`src/source/sata_oob_pkg.sv`:
```
package sata_oob_pkg;

    // One link word, K marks byte 0 as a control character
    typedef struct packed {
        logic [31:0] data;
        logic        k;
    } dword_t;

    typedef struct packed {
        logic rx_locked;      // Transceiver PLL locked
        logic tx_reset_done;
        logic rx_reset_done;
        logic cominit_det;    // Device COMINIT seen
        logic comwake_det;    // Device COMWAKE seen
        logic rx_elec_idle;
        logic byte_aligned;   // Comma alignment reached
    } phy_status_t;

    typedef struct packed {
        logic tx_cominit;     // COMRESET burst
        logic tx_comwake;     // COMWAKE burst
        logic tx_elec_idle;
        logic rx_reset;       // Receive PCS reset pulse
    } oob_ctrl_t;

    typedef enum logic [1:0] {
        FILL_ALIGN,
        FILL_D10_2,
        FILL_USER
    } fill_t;

    typedef enum logic [3:0] {
        HOST_COMRESET,
        WAIT_DEV_COMINIT,
        HOST_COMWAKE,
        WAIT_DEV_COMWAKE,
        WAIT_AFTER_COMWAKE,
        WAIT_RX_ACTIVE,
        HOST_D10_2,
        HOST_SEND_ALIGN,
        LINK_READY
    } oob_state_t;

    // Primitive codes, byte 0 is the K character
    localparam logic [31:0] PRIM_ALIGN   = 32'h7B4A_4ABC;
    localparam logic [31:0] PRIM_SYNC    = 32'hB5B5_957C;
    localparam logic [31:0] PRIM_CONT    = 32'h9999_AA7C;
    localparam logic [31:0] PRIM_HOLD    = 32'hD5D5_AA7C;
    localparam logic [31:0] PRIM_HOLDA   = 32'h9595_AA7C;
    localparam logic [31:0] PRIM_PMREQ_P = 32'h1717_B57C;
    localparam logic [31:0] PRIM_PMREQ_S = 32'h7575_957C;
    localparam logic [31:0] PRIM_R_ERR   = 32'h5656_B57C;
    localparam logic [31:0] PRIM_R_IP    = 32'h5555_B57C;
    localparam logic [31:0] PRIM_R_OK    = 32'h3535_B57C;
    localparam logic [31:0] PRIM_R_RDY   = 32'h4A4A_957C;
    localparam logic [31:0] PRIM_WTRM    = 32'h5858_B57C;
    localparam logic [31:0] PRIM_X_RDY   = 32'h5757_B57C;
    localparam logic [31:0] PRIM_SOF     = 32'h3737_B57C;

    localparam logic [31:0] DIAL_TONE    = 32'h4A4A_4A4A;  // D10.2 repeated, sent with K=0

    localparam int TIMER_WIDTH = 18;

    // Burst lengths in clock cycles per generation
    localparam logic [TIMER_WIDTH-1:0] COMRESET_CYCLES_GEN1 = TIMER_WIDTH'(81);
    localparam logic [TIMER_WIDTH-1:0] COMRESET_CYCLES_GEN2 = TIMER_WIDTH'(162);
    localparam logic [TIMER_WIDTH-1:0] COMRESET_CYCLES_GEN3 = TIMER_WIDTH'(324);
    localparam logic [TIMER_WIDTH-1:0] COMWAKE_CYCLES_GEN1  = TIMER_WIDTH'(78);
    localparam logic [TIMER_WIDTH-1:0] COMWAKE_CYCLES_GEN2  = TIMER_WIDTH'(155);
    localparam logic [TIMER_WIDTH-1:0] COMWAKE_CYCLES_GEN3  = TIMER_WIDTH'(310);

    localparam logic [TIMER_WIDTH-1:0] DEV_TIMEOUT_CYCLES   = TIMER_WIDTH'(132013);
    localparam logic [TIMER_WIDTH-1:0] SETTLE_CYCLES        = TIMER_WIDTH'(63);

    localparam int SYNC_COUNT_WIDTH = 6;
    localparam logic [SYNC_COUNT_WIDTH-1:0] SYNC_STABLE_COUNT = SYNC_COUNT_WIDTH'(50);

endpackage

```
`src/source/oob_sequencer.sv`:
```
module oob_sequencer
    import sata_oob_pkg::*;
(
    input  logic        clk,
    input  logic        reset,
    input  logic [1:0]  gen,
    input  phy_status_t phy,
    input  logic        align_det,
    input  logic        sync_det,
    input  logic        sync_stable,
    output oob_ctrl_t   ctrl,
    output fill_t       fill,
    output logic        linkup
);

    oob_state_t             state;
    oob_state_t             next_state;
    logic [TIMER_WIDTH-1:0] timer;
    logic                   timer_run;
    logic [TIMER_WIDTH-1:0] comreset_len;
    logic [TIMER_WIDTH-1:0] comwake_len;
    oob_ctrl_t              ctrl_next;
    logic                   phy_ready;
    logic                   dev_timeout;

    assign phy_ready   = phy.rx_locked && phy.tx_reset_done && phy.rx_reset_done;
    assign dev_timeout = (timer == DEV_TIMEOUT_CYCLES);

    // Burst lengths per generation, gen must hold during OOB
    always_comb begin
        case (gen)
            2'd0: begin
                comreset_len = COMRESET_CYCLES_GEN1;
                comwake_len  = COMWAKE_CYCLES_GEN1;
            end
            2'd1: begin
                comreset_len = COMRESET_CYCLES_GEN2;
                comwake_len  = COMWAKE_CYCLES_GEN2;
            end
            default: begin
                comreset_len = COMRESET_CYCLES_GEN3;
                comwake_len  = COMWAKE_CYCLES_GEN3;
            end
        endcase
    end

    always_comb begin
        next_state             = state;
        timer_run              = 1'b0;
        ctrl_next.tx_cominit   = 1'b0;
        ctrl_next.tx_comwake   = 1'b0;
        ctrl_next.tx_elec_idle = 1'b1;
        ctrl_next.rx_reset     = 1'b0;

        case (state)
            HOST_COMRESET: begin
                if (phy_ready) begin
                    if (timer == comreset_len) begin
                        next_state = WAIT_DEV_COMINIT;
                    end else begin
                        timer_run            = 1'b1;
                        ctrl_next.tx_cominit = 1'b1;
                    end
                end
            end
            WAIT_DEV_COMINIT: begin
                if (phy.cominit_det) begin
                    next_state = HOST_COMWAKE;
                end else if (dev_timeout) begin
                    next_state = HOST_COMRESET;  // Device silent, retry
                end else begin
                    timer_run = 1'b1;
                end
            end
            HOST_COMWAKE: begin
                if (timer == comwake_len) begin
                    next_state = WAIT_DEV_COMWAKE;
                end else begin
                    timer_run            = 1'b1;
                    ctrl_next.tx_comwake = 1'b1;
                end
            end
            WAIT_DEV_COMWAKE: begin
                if (phy.comwake_det) begin
                    next_state = WAIT_AFTER_COMWAKE;
                end else if (dev_timeout) begin
                    next_state = HOST_COMRESET;
                end else begin
                    timer_run = 1'b1;
                end
            end
            WAIT_AFTER_COMWAKE: begin
                if (timer == SETTLE_CYCLES) begin
                    next_state = WAIT_RX_ACTIVE;
                end else begin
                    timer_run = 1'b1;
                end
            end
            WAIT_RX_ACTIVE: begin
                // No timeout here, the device owns the line
                if (!phy.rx_elec_idle) begin
                    ctrl_next.rx_reset     = 1'b1;
                    ctrl_next.tx_elec_idle = 1'b0;
                    next_state             = HOST_D10_2;
                end
            end
            HOST_D10_2: begin
                ctrl_next.tx_elec_idle = 1'b0;
                if (align_det) begin
                    next_state = HOST_SEND_ALIGN;
                end else if (dev_timeout) begin
                    next_state = HOST_COMRESET;
                end else begin
                    timer_run = 1'b1;
                end
            end
            HOST_SEND_ALIGN: begin
                ctrl_next.tx_elec_idle = 1'b0;
                if (sync_det) begin
                    next_state = LINK_READY;
                end
            end
            LINK_READY: begin
                ctrl_next.tx_elec_idle = 1'b0;  // Terminal until reset
            end
            default: begin
                next_state = HOST_COMRESET;
            end
        endcase
    end

    always_ff @(posedge clk or posedge reset) begin
        if (reset) begin
            state <= HOST_COMRESET;
            timer <= '0;
        end else begin
            state <= next_state;
            timer <= timer_run ? timer + 1'b1 : '0;
        end
    end

    always_ff @(posedge clk or posedge reset) begin
        if (reset) begin
            ctrl.tx_cominit   <= 1'b0;
            ctrl.tx_comwake   <= 1'b0;
            ctrl.tx_elec_idle <= 1'b1;
            ctrl.rx_reset     <= 1'b0;
            linkup            <= 1'b0;
        end else begin
            ctrl   <= ctrl_next;
            linkup <= (state == LINK_READY) && sync_stable;
        end
    end

    always_comb begin
        case (state)
            HOST_D10_2: fill = FILL_D10_2;
            LINK_READY: fill = linkup ? FILL_USER : FILL_ALIGN;
            default:    fill = FILL_ALIGN;
        endcase
    end

    // Bursts are strictly sequential on the line
    assert property (@(posedge clk) disable iff (reset)
        !(ctrl.tx_cominit && ctrl.tx_comwake))
        else $error("tx_cominit and tx_comwake high together");

    assert property (@(posedge clk) disable iff (reset)
        ctrl.rx_reset |=> !ctrl.rx_reset)
        else $error("rx_reset longer than one cycle");

endmodule

```
`src/source/rx_cont_filter.sv`:
```
module rx_cont_filter
    import sata_oob_pkg::*;
(
    input  logic   clk,
    input  logic   reset,
    input  dword_t rx_in,
    input  logic   byte_aligned,
    output dword_t rx_raw,
    output dword_t rx_filtered,
    output logic   align_det,
    output logic   sync_det,
    output logic   sync_stable
);

    logic                        cont_det;
    logic                        cont_flag;
    logic                        raw_listed;
    logic                        hold;
    logic [SYNC_COUNT_WIDTH-1:0] sync_count;

    // Primitives that end a CONT run
    function automatic logic is_listed(input dword_t w);
        return w.k && (w.data inside {PRIM_HOLD, PRIM_HOLDA, PRIM_PMREQ_P, PRIM_PMREQ_S,
                                      PRIM_R_ERR, PRIM_R_IP, PRIM_R_OK, PRIM_R_RDY,
                                      PRIM_WTRM, PRIM_X_RDY, PRIM_SOF});
    endfunction

    always_ff @(posedge clk) begin
        rx_raw <= rx_in;
    end

    assign align_det  = rx_raw.k && (rx_raw.data == PRIM_ALIGN) && byte_aligned;
    assign sync_det   = rx_raw.k && (rx_raw.data == PRIM_SYNC);
    assign cont_det   = rx_raw.k && (rx_raw.data == PRIM_CONT);
    assign raw_listed = is_listed(rx_raw);
    assign hold       = cont_det || (cont_flag && !raw_listed);

    always_ff @(posedge clk or posedge reset) begin
        if (reset) begin
            cont_flag <= 1'b0;
        end else if (cont_det) begin
            cont_flag <= 1'b1;
        end else if (raw_listed) begin
            cont_flag <= 1'b0;
        end
    end

    always_ff @(posedge clk or posedge reset) begin
        if (reset) begin
            rx_filtered <= '0;
        end else if (!hold) begin
            rx_filtered <= rx_raw;  // Otherwise repeat last primitive
        end
    end

    // Stability counter, sticky once set
    always_ff @(posedge clk or posedge reset) begin
        if (reset) begin
            sync_count  <= '0;
            sync_stable <= 1'b0;
        end else if (!sync_stable) begin
            if (rx_filtered.k && (rx_filtered.data == PRIM_SYNC)) begin
                if (sync_count == SYNC_STABLE_COUNT) begin
                    sync_stable <= 1'b1;
                end else begin
                    sync_count <= sync_count + 1'b1;
                end
            end else begin
                sync_count <= '0;
            end
        end
    end

    // Inside a CONT run only a listed primitive may replace the held word
    assert property (@(posedge clk) disable iff (reset)
        cont_flag |=> $stable(rx_filtered) || is_listed(rx_filtered))
        else $error("rx_filtered changed to %h inside CONT run", rx_filtered.data);

endmodule

```
`src/source/port_mux.sv`:
```
module port_mux
    import sata_oob_pkg::*;
(
    input  logic   clk,
    input  logic   reset,
    input  fill_t  fill,
    input  logic   linkup,
    input  dword_t tx_in,
    input  dword_t rx_raw,
    input  dword_t rx_filtered,
    output dword_t tx_out,
    output dword_t rx_out
);

    always_ff @(posedge clk or posedge reset) begin
        if (reset) begin
            tx_out <= '0;
        end else begin
            case (fill)
                FILL_D10_2: begin
                    tx_out.data <= DIAL_TONE;
                    tx_out.k    <= 1'b0;
                end
                FILL_USER: begin
                    tx_out <= tx_in;  // Link up, user data
                end
                default: begin
                    tx_out.data <= PRIM_ALIGN;
                    tx_out.k    <= 1'b1;
                end
            endcase
        end
    end

    // CONT suppression only once the link is up
    always_ff @(posedge clk or posedge reset) begin
        if (reset) begin
            rx_out <= '0;
        end else begin
            rx_out <= linkup ? rx_filtered : rx_raw;
        end
    end

endmodule

```
`src/source/oob_link.sv`:
```
module oob_link
    import sata_oob_pkg::*;
(
    input  logic        clk,
    input  logic        reset,
    input  logic [1:0]  gen,       // 0 gen1, 1 gen2, 2 and 3 gen3
    input  phy_status_t phy,
    output oob_ctrl_t   ctrl,
    input  dword_t      rx_in,     // From transceiver
    output dword_t      rx_out,    // To link layer
    input  dword_t      tx_in,     // From link layer
    output dword_t      tx_out,    // To transceiver
    output logic        linkup
);

    fill_t  fill;
    logic   align_det;
    logic   sync_det;
    logic   sync_stable;
    dword_t rx_raw;
    dword_t rx_filtered;

    oob_sequencer u_sequencer (
        .clk         (clk),
        .reset       (reset),
        .gen         (gen),
        .phy         (phy),
        .align_det   (align_det),
        .sync_det    (sync_det),
        .sync_stable (sync_stable),
        .ctrl        (ctrl),
        .fill        (fill),
        .linkup      (linkup)
    );

    rx_cont_filter u_rx_filter (
        .clk          (clk),
        .reset        (reset),
        .rx_in        (rx_in),
        .byte_aligned (phy.byte_aligned),
        .rx_raw       (rx_raw),
        .rx_filtered  (rx_filtered),
        .align_det    (align_det),
        .sync_det     (sync_det),
        .sync_stable  (sync_stable)
    );

    port_mux u_port_mux (
        .clk         (clk),
        .reset       (reset),
        .fill        (fill),
        .linkup      (linkup),
        .tx_in       (tx_in),
        .rx_raw      (rx_raw),
        .rx_filtered (rx_filtered),
        .tx_out      (tx_out),
        .rx_out      (rx_out)
    );

endmodule

```
`config.mk`:
```
export PLATFORM = sky130hd
export DESIGN_NAME = oob_link
export DESIGN_NICKNAME = d
export VERILOG_FILES = /design/src/source/sata_oob_pkg.sv /design/src/source/oob_sequencer.sv /design/src/source/rx_cont_filter.sv /design/src/source/port_mux.sv /design/src/source/oob_link.sv
export SDC_FILE = /design/constraint.sdc
export NUM_CORES = 1
export LEC_CHECK = 0
export BUFFER_PORTS_ARGS = -buffer_cell sky130_fd_sc_hd__buf_4
export CAP_MARGIN = 20
export CORE_AREA = 2 2 135 137
export DETAILED_ROUTE_END_ITERATION = 16
export DIE_AREA = 0 0 137 139
export PLACE_DENSITY = 0.59
export SLEW_MARGIN = 20
export SYNTH_ARGS = -nofsm -noshare
export SYNTH_HDL_FRONTEND = slang
export SYNTH_SLANG_ARGS = --single-unit
```
`constraint.sdc`:
```
create_clock -name clk -period 3.91 [get_ports clk]
set_input_delay 0 -clock clk [delete_from_list [all_inputs] [get_ports clk]]
set_output_delay 0 -clock clk [all_outputs]
set_load 0.005 [all_outputs]
```
Yosys cells after proc, flatten, opt, wreduce, memory -nomap -nowiden
Index checks and enable logic that the tools add are counted.
- logic and storage cells: 118
- output and inout port bits: 71
- bits of input ports: 77
- bits in registers: 167
- equal/unequal tests: 38
- bitwise logic cells: 2
- mux-type cells: 39
- add/sub/neg operators: 2
- reductions and logical operators: 19
- operator list (cell ; count):
    == test 32 x 31 -> 1 bit, second input constant ; 7
    == test 32 bit, second input constant ; 5
    one-hot mux 33 bit (2 select lines) ; 1
    == test 32 x 30 -> 1 bit, second input constant ; 2
    two-way mux 4 bit ; 10
    == test 18 x 9 -> 1 bit ; 2
    one-hot mux 4 bit (9 select lines) ; 1
    one-hot mux 9 bit (2 select lines) ; 2
    two-way mux 33 bit ; 1
    == test 32 x 29 -> 1 bit, second input constant ; 1
    adder 18 x 1 -> 18 bit, second input constant ; 1
    == test 18 bit, second input constant ; 1
    == test 18 x 6 -> 1 bit, second input constant ; 1
    two-way mux 18 bit ; 1
    == test 4 x 3 -> 1 bit, second input constant ; 4
    two-way mux 1 bit ; 16
    two-way mux 6 bit ; 2
    nonzero test 11 bit ; 1
    logical AND 1 bit ; 10
    == test 4 x 2 -> 1 bit, second input constant ; 2
    != test 2 x 1 -> 1 bit, second input constant ; 4
    AND reduction 7 bit ; 1
    adder 6 x 1 -> 6 bit, second input constant ; 1
    == test 6 bit, second input constant ; 1
    other kinds (17) ; 22

Depth between registers and ports, before layout
Gate-level depths: netlist (run 1).
- depth after elaboration: 7
- mapped depth: 10
- gate-level depth less buffers: 9

Modules after synthesis
Synthesis (run 1) repeated with hierarchy kept, for this count alone.
- cell total of the unflattened synthesis: 632
- area, all modules: 7275.7 µm²
- by module, submodules not included (module ; cells each ; instances ; area an instance (µm²) ; seq. area each (µm²)):
    rx_cont_filter ; 274 ; 1 ; 3060.4 ; 1686.6
    port_mux ; 159 ; 1 ; 2509.9 ; 1651.6
    oob_sequencer ; 199 ; 1 ; 1705.4 ; 676.9

Least setup slack after synthesis (run 1)
Ideal clock, no wire load.
- path type: flip-flop to flip-flop
- start: reg u_rx_filter.rx_raw[10] (netlist name)
- end: reg u_rx_filter.rx_filtered[3] (netlist name)
- clock period less this slack: 2220 ps
- arrival time: 2094 ps
- setup slack: 1690 ps
- path buffers: 1
- cell stages (with the launch flop): 7
- setup time: 126 ps
- data required time: 3784 ps
- path through: dfxtp_1 > or3b_1 > or4_4 > a211oi_2 > o211ai_2 > buf_6 > a221o_1
- longest elaborated chain between the ends: 6
- elaborated cells on any way between the ends: 18
- those cells by class: eq/ne: 12; reduce/logical: 6
- RTL lines (item ; RTL line ; RTL):
    == test 32 bit (tied with other cells) ; rx_cont_filter.sv:23 ; return w.k && (w.data inside {PRIM_HOLD, PRIM_HOLDA, PRIM_PMREQ_P, PRIM_PMREQ_S,
    nonzero test 11 bit ; rx_cont_filter.sv:23 ;
    logical AND 1 bit ; rx_cont_filter.sv:23 ;
    logical NOT 1 bit ; rx_cont_filter.sv:36 ; assign hold = cont_det || (cont_flag && !raw_listed);
    logical AND 1 bit ; rx_cont_filter.sv:36 ;
    logical OR 1 bit * ; rx_cont_filter.sv:36 ;
Mark *: on every way between the ends. The rest lies on a longest branch, timed or not.
A chain may end at the register's enable or synchronous reset.

Worst setup path after layout (run 1)
- start: reg u_rx_filter.rx_raw[31] (netlist name)
- end: reg u_rx_filter.rx_filtered[9] (netlist name)
- longest elaborated chain between the ends: 6
- elaborated cells on any way between the ends: 18
- those cells by class: eq/ne: 12; reduce/logical: 6
- RTL lines (item ; RTL line):
    == test 32 bit (tied with other cells) ; rx_cont_filter.sv:23
    nonzero test 11 bit ; rx_cont_filter.sv:23
    logical AND 1 bit ; rx_cont_filter.sv:23
    logical NOT 1 bit ; rx_cont_filter.sv:36
    logical AND 1 bit ; rx_cont_filter.sv:36
    logical OR 1 bit * ; rx_cont_filter.sv:36
Marked as above.

==> results.py, run 1 <==
metrics = {
    "clock_tree": {
        "post_cts_buffers": 0,
        "clockRootBuffer": "clkbuf_16",
        "cts_sinks": 167,
        "clockBufferDepth": 2,
        "htreeDepth": 4,
        "cts_tree": "yes",
        "cts-resized-gates": 0,
        "worstSkewPairLatency_ns": 0.43,
        "cts_hold_buf": 71,
        "cts_buffers": 17,
        "clk_pin_slew_ns": 0.06,
    },
    "pwr": {
        "p_sw_mw": 1.04,
        "seqPwrFrac_pct": 47.6,
        "intPower_mw": 3.07,
        "switching_share_pct": 25.3,
        "p_clk_share_pct": 40.1,
        "powerDensity_mw_per_mm2": 434,
        "p_comb_share_pct": 12.3,
        "irDropWorstVdd_mv": 0.323,
        "power.total_mw": 4.11,
        "leakagePower_nw": 4.13,
    },
    "placed_design": {
        "hpwl_um": 12000,
        "dpl_worst_slack_ns": 1.04,
        "portBuffers": 147,
        "globalplace.congestion": 0.936,
    },
    "detailed_routing": {
        "drc": 0,
        "drt_pre_antenna_iters": 5,
        "viasPerCell": 5.17,
        "vias": 5422,
        "drt-initial-drc-count": 399,
        "wire_per_inst_um": 16.8,
        "drtAntennaViolNets": 0,
        "totalWireLength_um": 17700,
    },
    "grt": {
        "met1_usage_pct": 22.9,
        "grt_max_degree": 106,
        "grt_pass1_wl_um": 28300,
        "antenna_found_initial": 0,
        "grt_pass1_vias": 5700,
        "grtUsageMet2_pct": 33.5,
        "grt.overflow.total": 0,
        "grtUsageTotal_pct": 19.1,
        "grt_busiest_layer": "met2",
        "met3_usage_pct": 4.17,
    },
    "timing": {
        "fin_crit_ns": 3.03,
        "setup_tns_ns": 0,
        "report.final.slew_viol_count": 0,
        "hold_violations": 0,
        "finClkSkew_ns": 0.0114,
        "rsz0062_at_grt": "no",
        "worstMarginPinSlew_ns": 1.02,
        "setup_viol": 0,
        "setup_slack_ns": 0.879,
        "fmax_mhz": 330,
        "relSlewSlack_pct": 31.6,
        "period_share_pct": 77.5,
    },
    "floorplan": {
        "io_pins": 148,
        "die_w_um": 137,
        "die_h_um": 139,
        "start_util_pct": 39.0,
        "rows": 49,
        "dieArea_mm2": 0.0190,
        "core_mm2": 0.0177,
    },
    "critical_path": {
        "regToRegStartpoint": "u_rx_filter.rx_raw[31]$_DFF_P_",
        "crit_type": "register to register",
        "slowest_stage": "nor4bb_1",
        "max_stage_delay_ns": 0.72,
        "crit_chain": "nor4bb_1 > and4_1 > a21oi_1 > a2111o_1 > nand2_1 > a31o_2 > a22o_1",
        "worst-path-buf-inv": 0,
        "critPathLaunchType": "register",
        "worstSetupEndpointType": "register",
        "path_delay_family": "simple AND/OR/NAND/NOR gates",
        "required_ns": 4.27,
        "cp-startpoint": "u_rx_filter.rx_raw[31]$_DFF_P_",
        "critical_path_arrival_ns": 3.39,
        "crit_fanout": 13,
    },
    "final_layout": {
        "drive_gt1_share_pct": 29.0,
        "n_antenna_cell": 0,
        "seq_area_mm2": 0.00402,
        "multi_input_area_mm2": 0.00269,
        "fillers": 1510,
        "fin_nets": 890,
        "final_util_pct": 53.6,
        "synthToLayoutAreaGrowth_pct": 37.6,
    },
    "yosys": {
        "synth_edf_count": 0,
        "synthCells": 591,
        "synth_top_area_share_pct": 48.4,
        "synthFlopType": "dfrtp_1",
        "synth_top_area_cell": "dfrtp_1",
        "synthDistinctLibCells": 69,
        "ys_seq_area_share_pct": 58.4,
        "synth.avg_cell_area_um2": 11.6,
        "yosysWarnings": 0,
        "syn_nets": 674,
        "synth-seq-cells": 167,
        "synth.area.top_cells": "dfrtp_1, dfxtp_1, mux2_2",
        "syn_area_mm2": 0.00688,
        "async_reset_ff_share_pct": 80.2,
    },
    "flow_run": {
        "maxCapViolCount": 0,
    },
    "worst_hold_path": {
        "hold_start": "gen[0]",
        "hp-class": "input pin to register",
    },
    "outcome": {
        "outcome": "finished clean",
    },
}
==> flip-flops by register name, summed over array words and instances (netlist names) <==
signal,count
u_port_mux.rx_out,33
u_sequencer.ctrl,4
u_rx_filter.rx_raw,33
u_sequencer.linkup,1
u_sequencer.state,4
u_sequencer.timer,18
u_rx_filter.sync_stable,1
u_rx_filter.sync_count,6
u_rx_filter.rx_filtered,33
u_rx_filter.cont_flag,1
u_port_mux.tx_out,33
==> cell families (layout without fill, tap and decap cells) <==
family                   count (synthesis)  after routing  share of synthesized area (%)
XOR/XNOR                                19             19                           2.42
buffers and inverters                   36            265                           2.60
flip-flops                             167            167                           58.4
multiplexers                            36             36                           5.86
AND/OR/NAND/NOR                        234            234                           19.2
adder cells (fa/ha/maj)                  6              6                           1.09
AO/OA/AOI/OAI                           93             93                           10.4
==> metal layers <==
layer,part of all wire [%],vias up
met5,0,-
met4,1.4,0
met3,4.8,26
met2,52,174
met1,41,2670
li1,-,2552
==> worst paths after layout <==
kind	to	slack, ns	cells after the start
max in group asynchronous	u_rx_filter.rx_filtered[0]$_DFFE_PP0N_	2.60	4
min	u_sequencer.ctrl[2]$_DFF_PP0_	0.18	4
min reg2reg	u_rx_filter.rx_filtered[12]$_DFFE_PP0N_	0.49	2
max	u_rx_filter.rx_filtered[9]$_DFFE_PP0N_	0.88	7
max reg2reg	u_rx_filter.rx_filtered[9]$_DFFE_PP0N_	0.88	7
min in group asynchronous	u_sequencer.ctrl[0]$_DFF_PP0_	0.35	3
==> power groups by stage <==
stage / logic, mW / clock network [mW] / registers [mW]
final: 0.505 / 1.65 / 1.96
after global routing: 0.554 / 1.78 / 1.97
after CTS: 0.513 / 1.70 / 1.96
after detailed placement: 0.455 / 0 / 1.99
after global placement: 0.442 / 0 / 1.98
after floorplan: 0.304 / 0 / 1.95
==> layout by cell type, fill, tap and decap left out, types with 3 or more instances in the layout <==
cell / instances
nor2b_1: 6
and4bb_2: 3
a22o_1: 14
nor3_1: 12
nand3_1: 15
and3_1: 8
and2_1: 19
nand2b_1: 3
nor2_1: 46
nand2_1: 62
dfrtp_1: 133
nor4_1: 8
nand4_1: 12
o31ai_1: 5
a221o_1: 10
xnor2_1: 8
a21o_1: 10
clkinv_2: 4
inv_6: 7
nand4bb_1: 6
buf_4: 152
inv_1: 9
dlygate4sd3_1: 71
ha_1: 6
or2_2: 3
o21ai_0: 11
clkbuf_16: 17
a22oi_1: 5
a21oi_1: 15
nor4bb_1: 8
dfxtp_1: 33
xor2_1: 11
nor3b_1: 3
nand4b_1: 4
mux2_2: 34
==> worst reg2reg max path: cells and delay by family (launching register included) <==
kind            cells  cell delay [ns]
simple gates        3             1.52
compound gates      4             0.99
flops               1             0.46
==> per-stage QoR <==
step	instances	hold WS, ns	area, µm²
4_1_cts	1049	0.161	9470
2_1_floorplan	591	0.0277	6880
3_3_place_gp	946	0.106	8170
3_5_place_dp	946	0.105	8180
5_1_grt	1049	0.198	9470
6_report	1049	0.185	9470
==> layout make-up <==
class	instances	area share, %
sequential	167	42.4
multi-input combinational	388	28.5
timing repair buffer	223	19.6
clock buffer	18	4.53
tap	229	3.03
clock inverter	14	1.57
inverter	10	0.449
==> cell usage after synthesis, drive strengths merged, types with 9 or more instances <==
cell / count
nand4: 12
dfrtp: 133
dfxtp: 33
a21o: 10
and2: 19
a221o: 11
inv: 10
nand2: 62
buf: 11
nor4: 9
xor2: 11
o21ai: 12
clkbuf: 14
a21oi: 15
a22o: 14
mux2: 34
nand3: 15
nor2: 46
nor3: 13
Power figures use the tool's default switching activity.
==> run 2, diff against run 1 <==
==> constraint.sdc (replaced) <==
create_clock -name clk -period 2.97 [get_ports clk]
set_input_delay 0 -clock clk [delete_from_list [all_inputs] [get_ports clk]]
set_output_delay 0 -clock clk [all_outputs]
set_load 0.005 [all_outputs]
==> results.py, run 2 (synthesis results as in run 1) <==
metrics = {
    "timing": {
        "worstMarginPinSlew_ns": 0.917,
        "relSlewSlack_pct": 38.7,
        "hold_violations": 0,
        "fmax_mhz": 369,
        "finClkSkew_ns": 0.00964,
        "setup_tns_ns": 0,
        "period_share_pct": 91.2,
        "setup_viol": 0,
        "report.final.slew_viol_count": 0,
        "rsz0062_at_grt": "no",
        "fin_crit_ns": 2.71,
    },
    "final_layout": {
        "final_cell_mix": "buf_4, dfrtp_1, dlygate4sd3_1",
        "fin_nets": 899,
        "drive_gt1_share_pct": 30.2,
        "multi_input_area_mm2": 0.00270,
        "synthToLayoutAreaGrowth_pct": 39.5,
        "final_cells": 1058,
        "n_antenna_cell": 0,
        "layout_commonest_cell": "buf_4",
        "seq_area_mm2": 0.00402,
        "fillers": 1532,
    },
    "pwr": {
        "leakagePower_nw": 4.20,
        "powerDensity_mw_per_mm2": 580,
        "irDropWorstVdd_mv": 0.444,
    },
    "grt": {
        "grtUsageTotal_pct": 19.6,
        "grt_pass1_wl_um": 29100,
        "grt_pass1_vias": 5660,
        "antenna_found_initial": 0,
        "grt_max_degree": 48,
        "grt.overflow.total": 0,
    },
    "outcome": {
        "outcome": "finished clean",
    },
    "critical_path": {
        "crit_type": "register to register",
        "slowest_stage": "dfxtp_1",
        "regToRegStartpoint": "u_rx_filter.rx_raw[23]$_DFF_P_",
        "reg2reg_depth": 7,
        "path_delay_family": "simple AND/OR/NAND/NOR gates",
        "worstSetupEndpointType": "register",
        "required_ns": 3.34,
        "crit_fanout": 9,
        "worst-path-buf-inv": 0,
        "max_stage_delay_ns": 0.58,
        "critical_path_arrival_ns": 3.08,
        "r2r-end": "u_rx_filter.rx_filtered[9]$_DFFE_PP0N_",
        "crit_chain": "nor4bb_1 > and4_1 > a21oi_1 > a2111o_1 > nand2_1 > a31o_2 > a22o_1",
        "rrSetupSlack_ns": 0.26,
        "critPathLaunchType": "register",
    },
    "clock_tree": {
        "worstSkewPairLatency_ns": 0.43,
        "clockBufferDepth": 2,
        "clockRootBuffer": "clkbuf_16",
        "clk_pin_slew_ns": 0.07,
        "htreeDepth": 4,
        "cts_tree": "yes",
        "cts_sinks": 167,
        "cts_buffers": 17,
    },
    "detailed_routing": {
        "viasPerCell": 5.17,
        "totalWireLength_um": 17800,
        "wire_per_inst_um": 16.9,
        "drtAntennaViolNets": 0,
        "drc": 0,
        "drt_pre_antenna_iters": 5,
        "vias": 5474,
        "drt-initial-drc-count": 367,
    },
    "floorplan": {
        "start_util_pct": 39.0,
        "die_w_um": 137,
        "die_h_um": 139,
        "rows": 49,
        "core_mm2": 0.0177,
        "io_pins": 148,
        "dieArea_mm2": 0.0190,
    },
    "placed_design": {
        "portBuffers": 147,
        "globalplace.congestion": 0.839,
        "hpwl_um": 12400,
        "dp_cells": 955,
    },
    "worst_hold_path": {
        "hp-class": "input pin to register",
        "hold-path-cell-count": 4,
        "hold_start": "gen[0]",
        "holdPathEnd": "u_sequencer.ctrl[2]$_DFF_PP0_",
    },
    "flow_run": {
        "maxCapViolCount": 0,
    },
}
[run 2: cell count changes in the layout (fill, tap and decap cells not counted), moves of 2 or more]
cell / before / now
nor4bb_2: 0 / 2
buf_4: 152 / 159
clkinv_2: 4 / 1
nor4bb_1: 8 / 6
buf_12: 0 / 2
inv_8: 0 / 2
[run 2: layout make-up]
| class | count | area share [%] |
|---|---|---|
| clock buffers | 17 | 4.43 |
| clock inverters | 15 | 1.90 |
| inverters | 10 | 0.430 |
| multi-input cells | 388 | 28.1 |
| flip-flops and latches | 167 | 41.9 |
| well taps | 229 | 2.99 |
| repair buffers | 232 | 20.3 |
[run 2: power by group]
group          switching (mW)  total [mW]  internal, mW
clock                    1.01        2.29          1.28
sequential              0.153        2.59          2.43
combinational           0.311       0.693         0.382
total                    1.47        5.57          4.09
[run 2: per-layer routing]
metal / global-route usage (%) / up-vias / wire length (µm)
li1: - / 2573 / -
met1: 25.0 / 2726 / 7600
met2: 33.4 / 144 / 9250
met3: 3.22 / 31 / 656
met4: 7.00 / 0 / 320
met5: 0 / - / 0
[run 2: worst min-delay path, delay by kind of cell]
kind	cells	cell delay, ns
compound gates	3	0.40
buf+inv	1	0.11
[run 2: worst max-delay path by stage]
| stage | start | depth (start not counted) | endpoint |
|---|---|---|---|
| after floorplan | u_rx_filter.rx_raw[10]$_DFF_P_ | 6 | u_rx_filter.rx_filtered[3]$_DFFE_PP0N_ |
| after global placement | u_rx_filter.rx_raw[28]$_DFF_P_ | 7 | u_rx_filter.rx_filtered[23]$_DFFE_PP0N_ |
| after detailed placement | u_rx_filter.rx_raw[28]$_DFF_P_ | 7 | u_rx_filter.rx_filtered[23]$_DFFE_PP0N_ |
| after CTS | u_rx_filter.rx_raw[28]$_DFF_P_ | 7 | u_rx_filter.rx_filtered[9]$_DFFE_PP0N_ |
| after global routing | u_rx_filter.rx_raw[23]$_DFF_P_ | 7 | u_rx_filter.rx_filtered[7]$_DFFE_PP0N_ |
| final | u_rx_filter.rx_raw[23]$_DFF_P_ | 7 | u_rx_filter.rx_filtered[9]$_DFFE_PP0N_ |
[run 2: what timing repair did]
item	in CTS	in global routing
buffers inserted	0	0
gates resized for setup	0	2
endpoints found under the hold margin	107	0
setup endpoints to repair	0	9
hold buffers	71	0
[run 2: per-stage QoR]
step | hold slack [ns] | setup WS [ns] | cell area [µm²] | total power, mW | util, %
final | 0.137 | 0.261 | 9590 | 5.57 | 54.3
after floorplan | 0.0277 | 0.750 | 6880 | 2.97 | -
after detailed placement | 0.106 | 0.274 | 8260 | 3.25 | 46.8
after global placement | 0.104 | 0.334 | 8260 | 3.24 | 46.8
after global routing | 0.144 | 0.0125 | 9590 | 5.79 | 54.3
after CTS | 0.113 | 0.244 | 9580 | 5.62 | 54.3
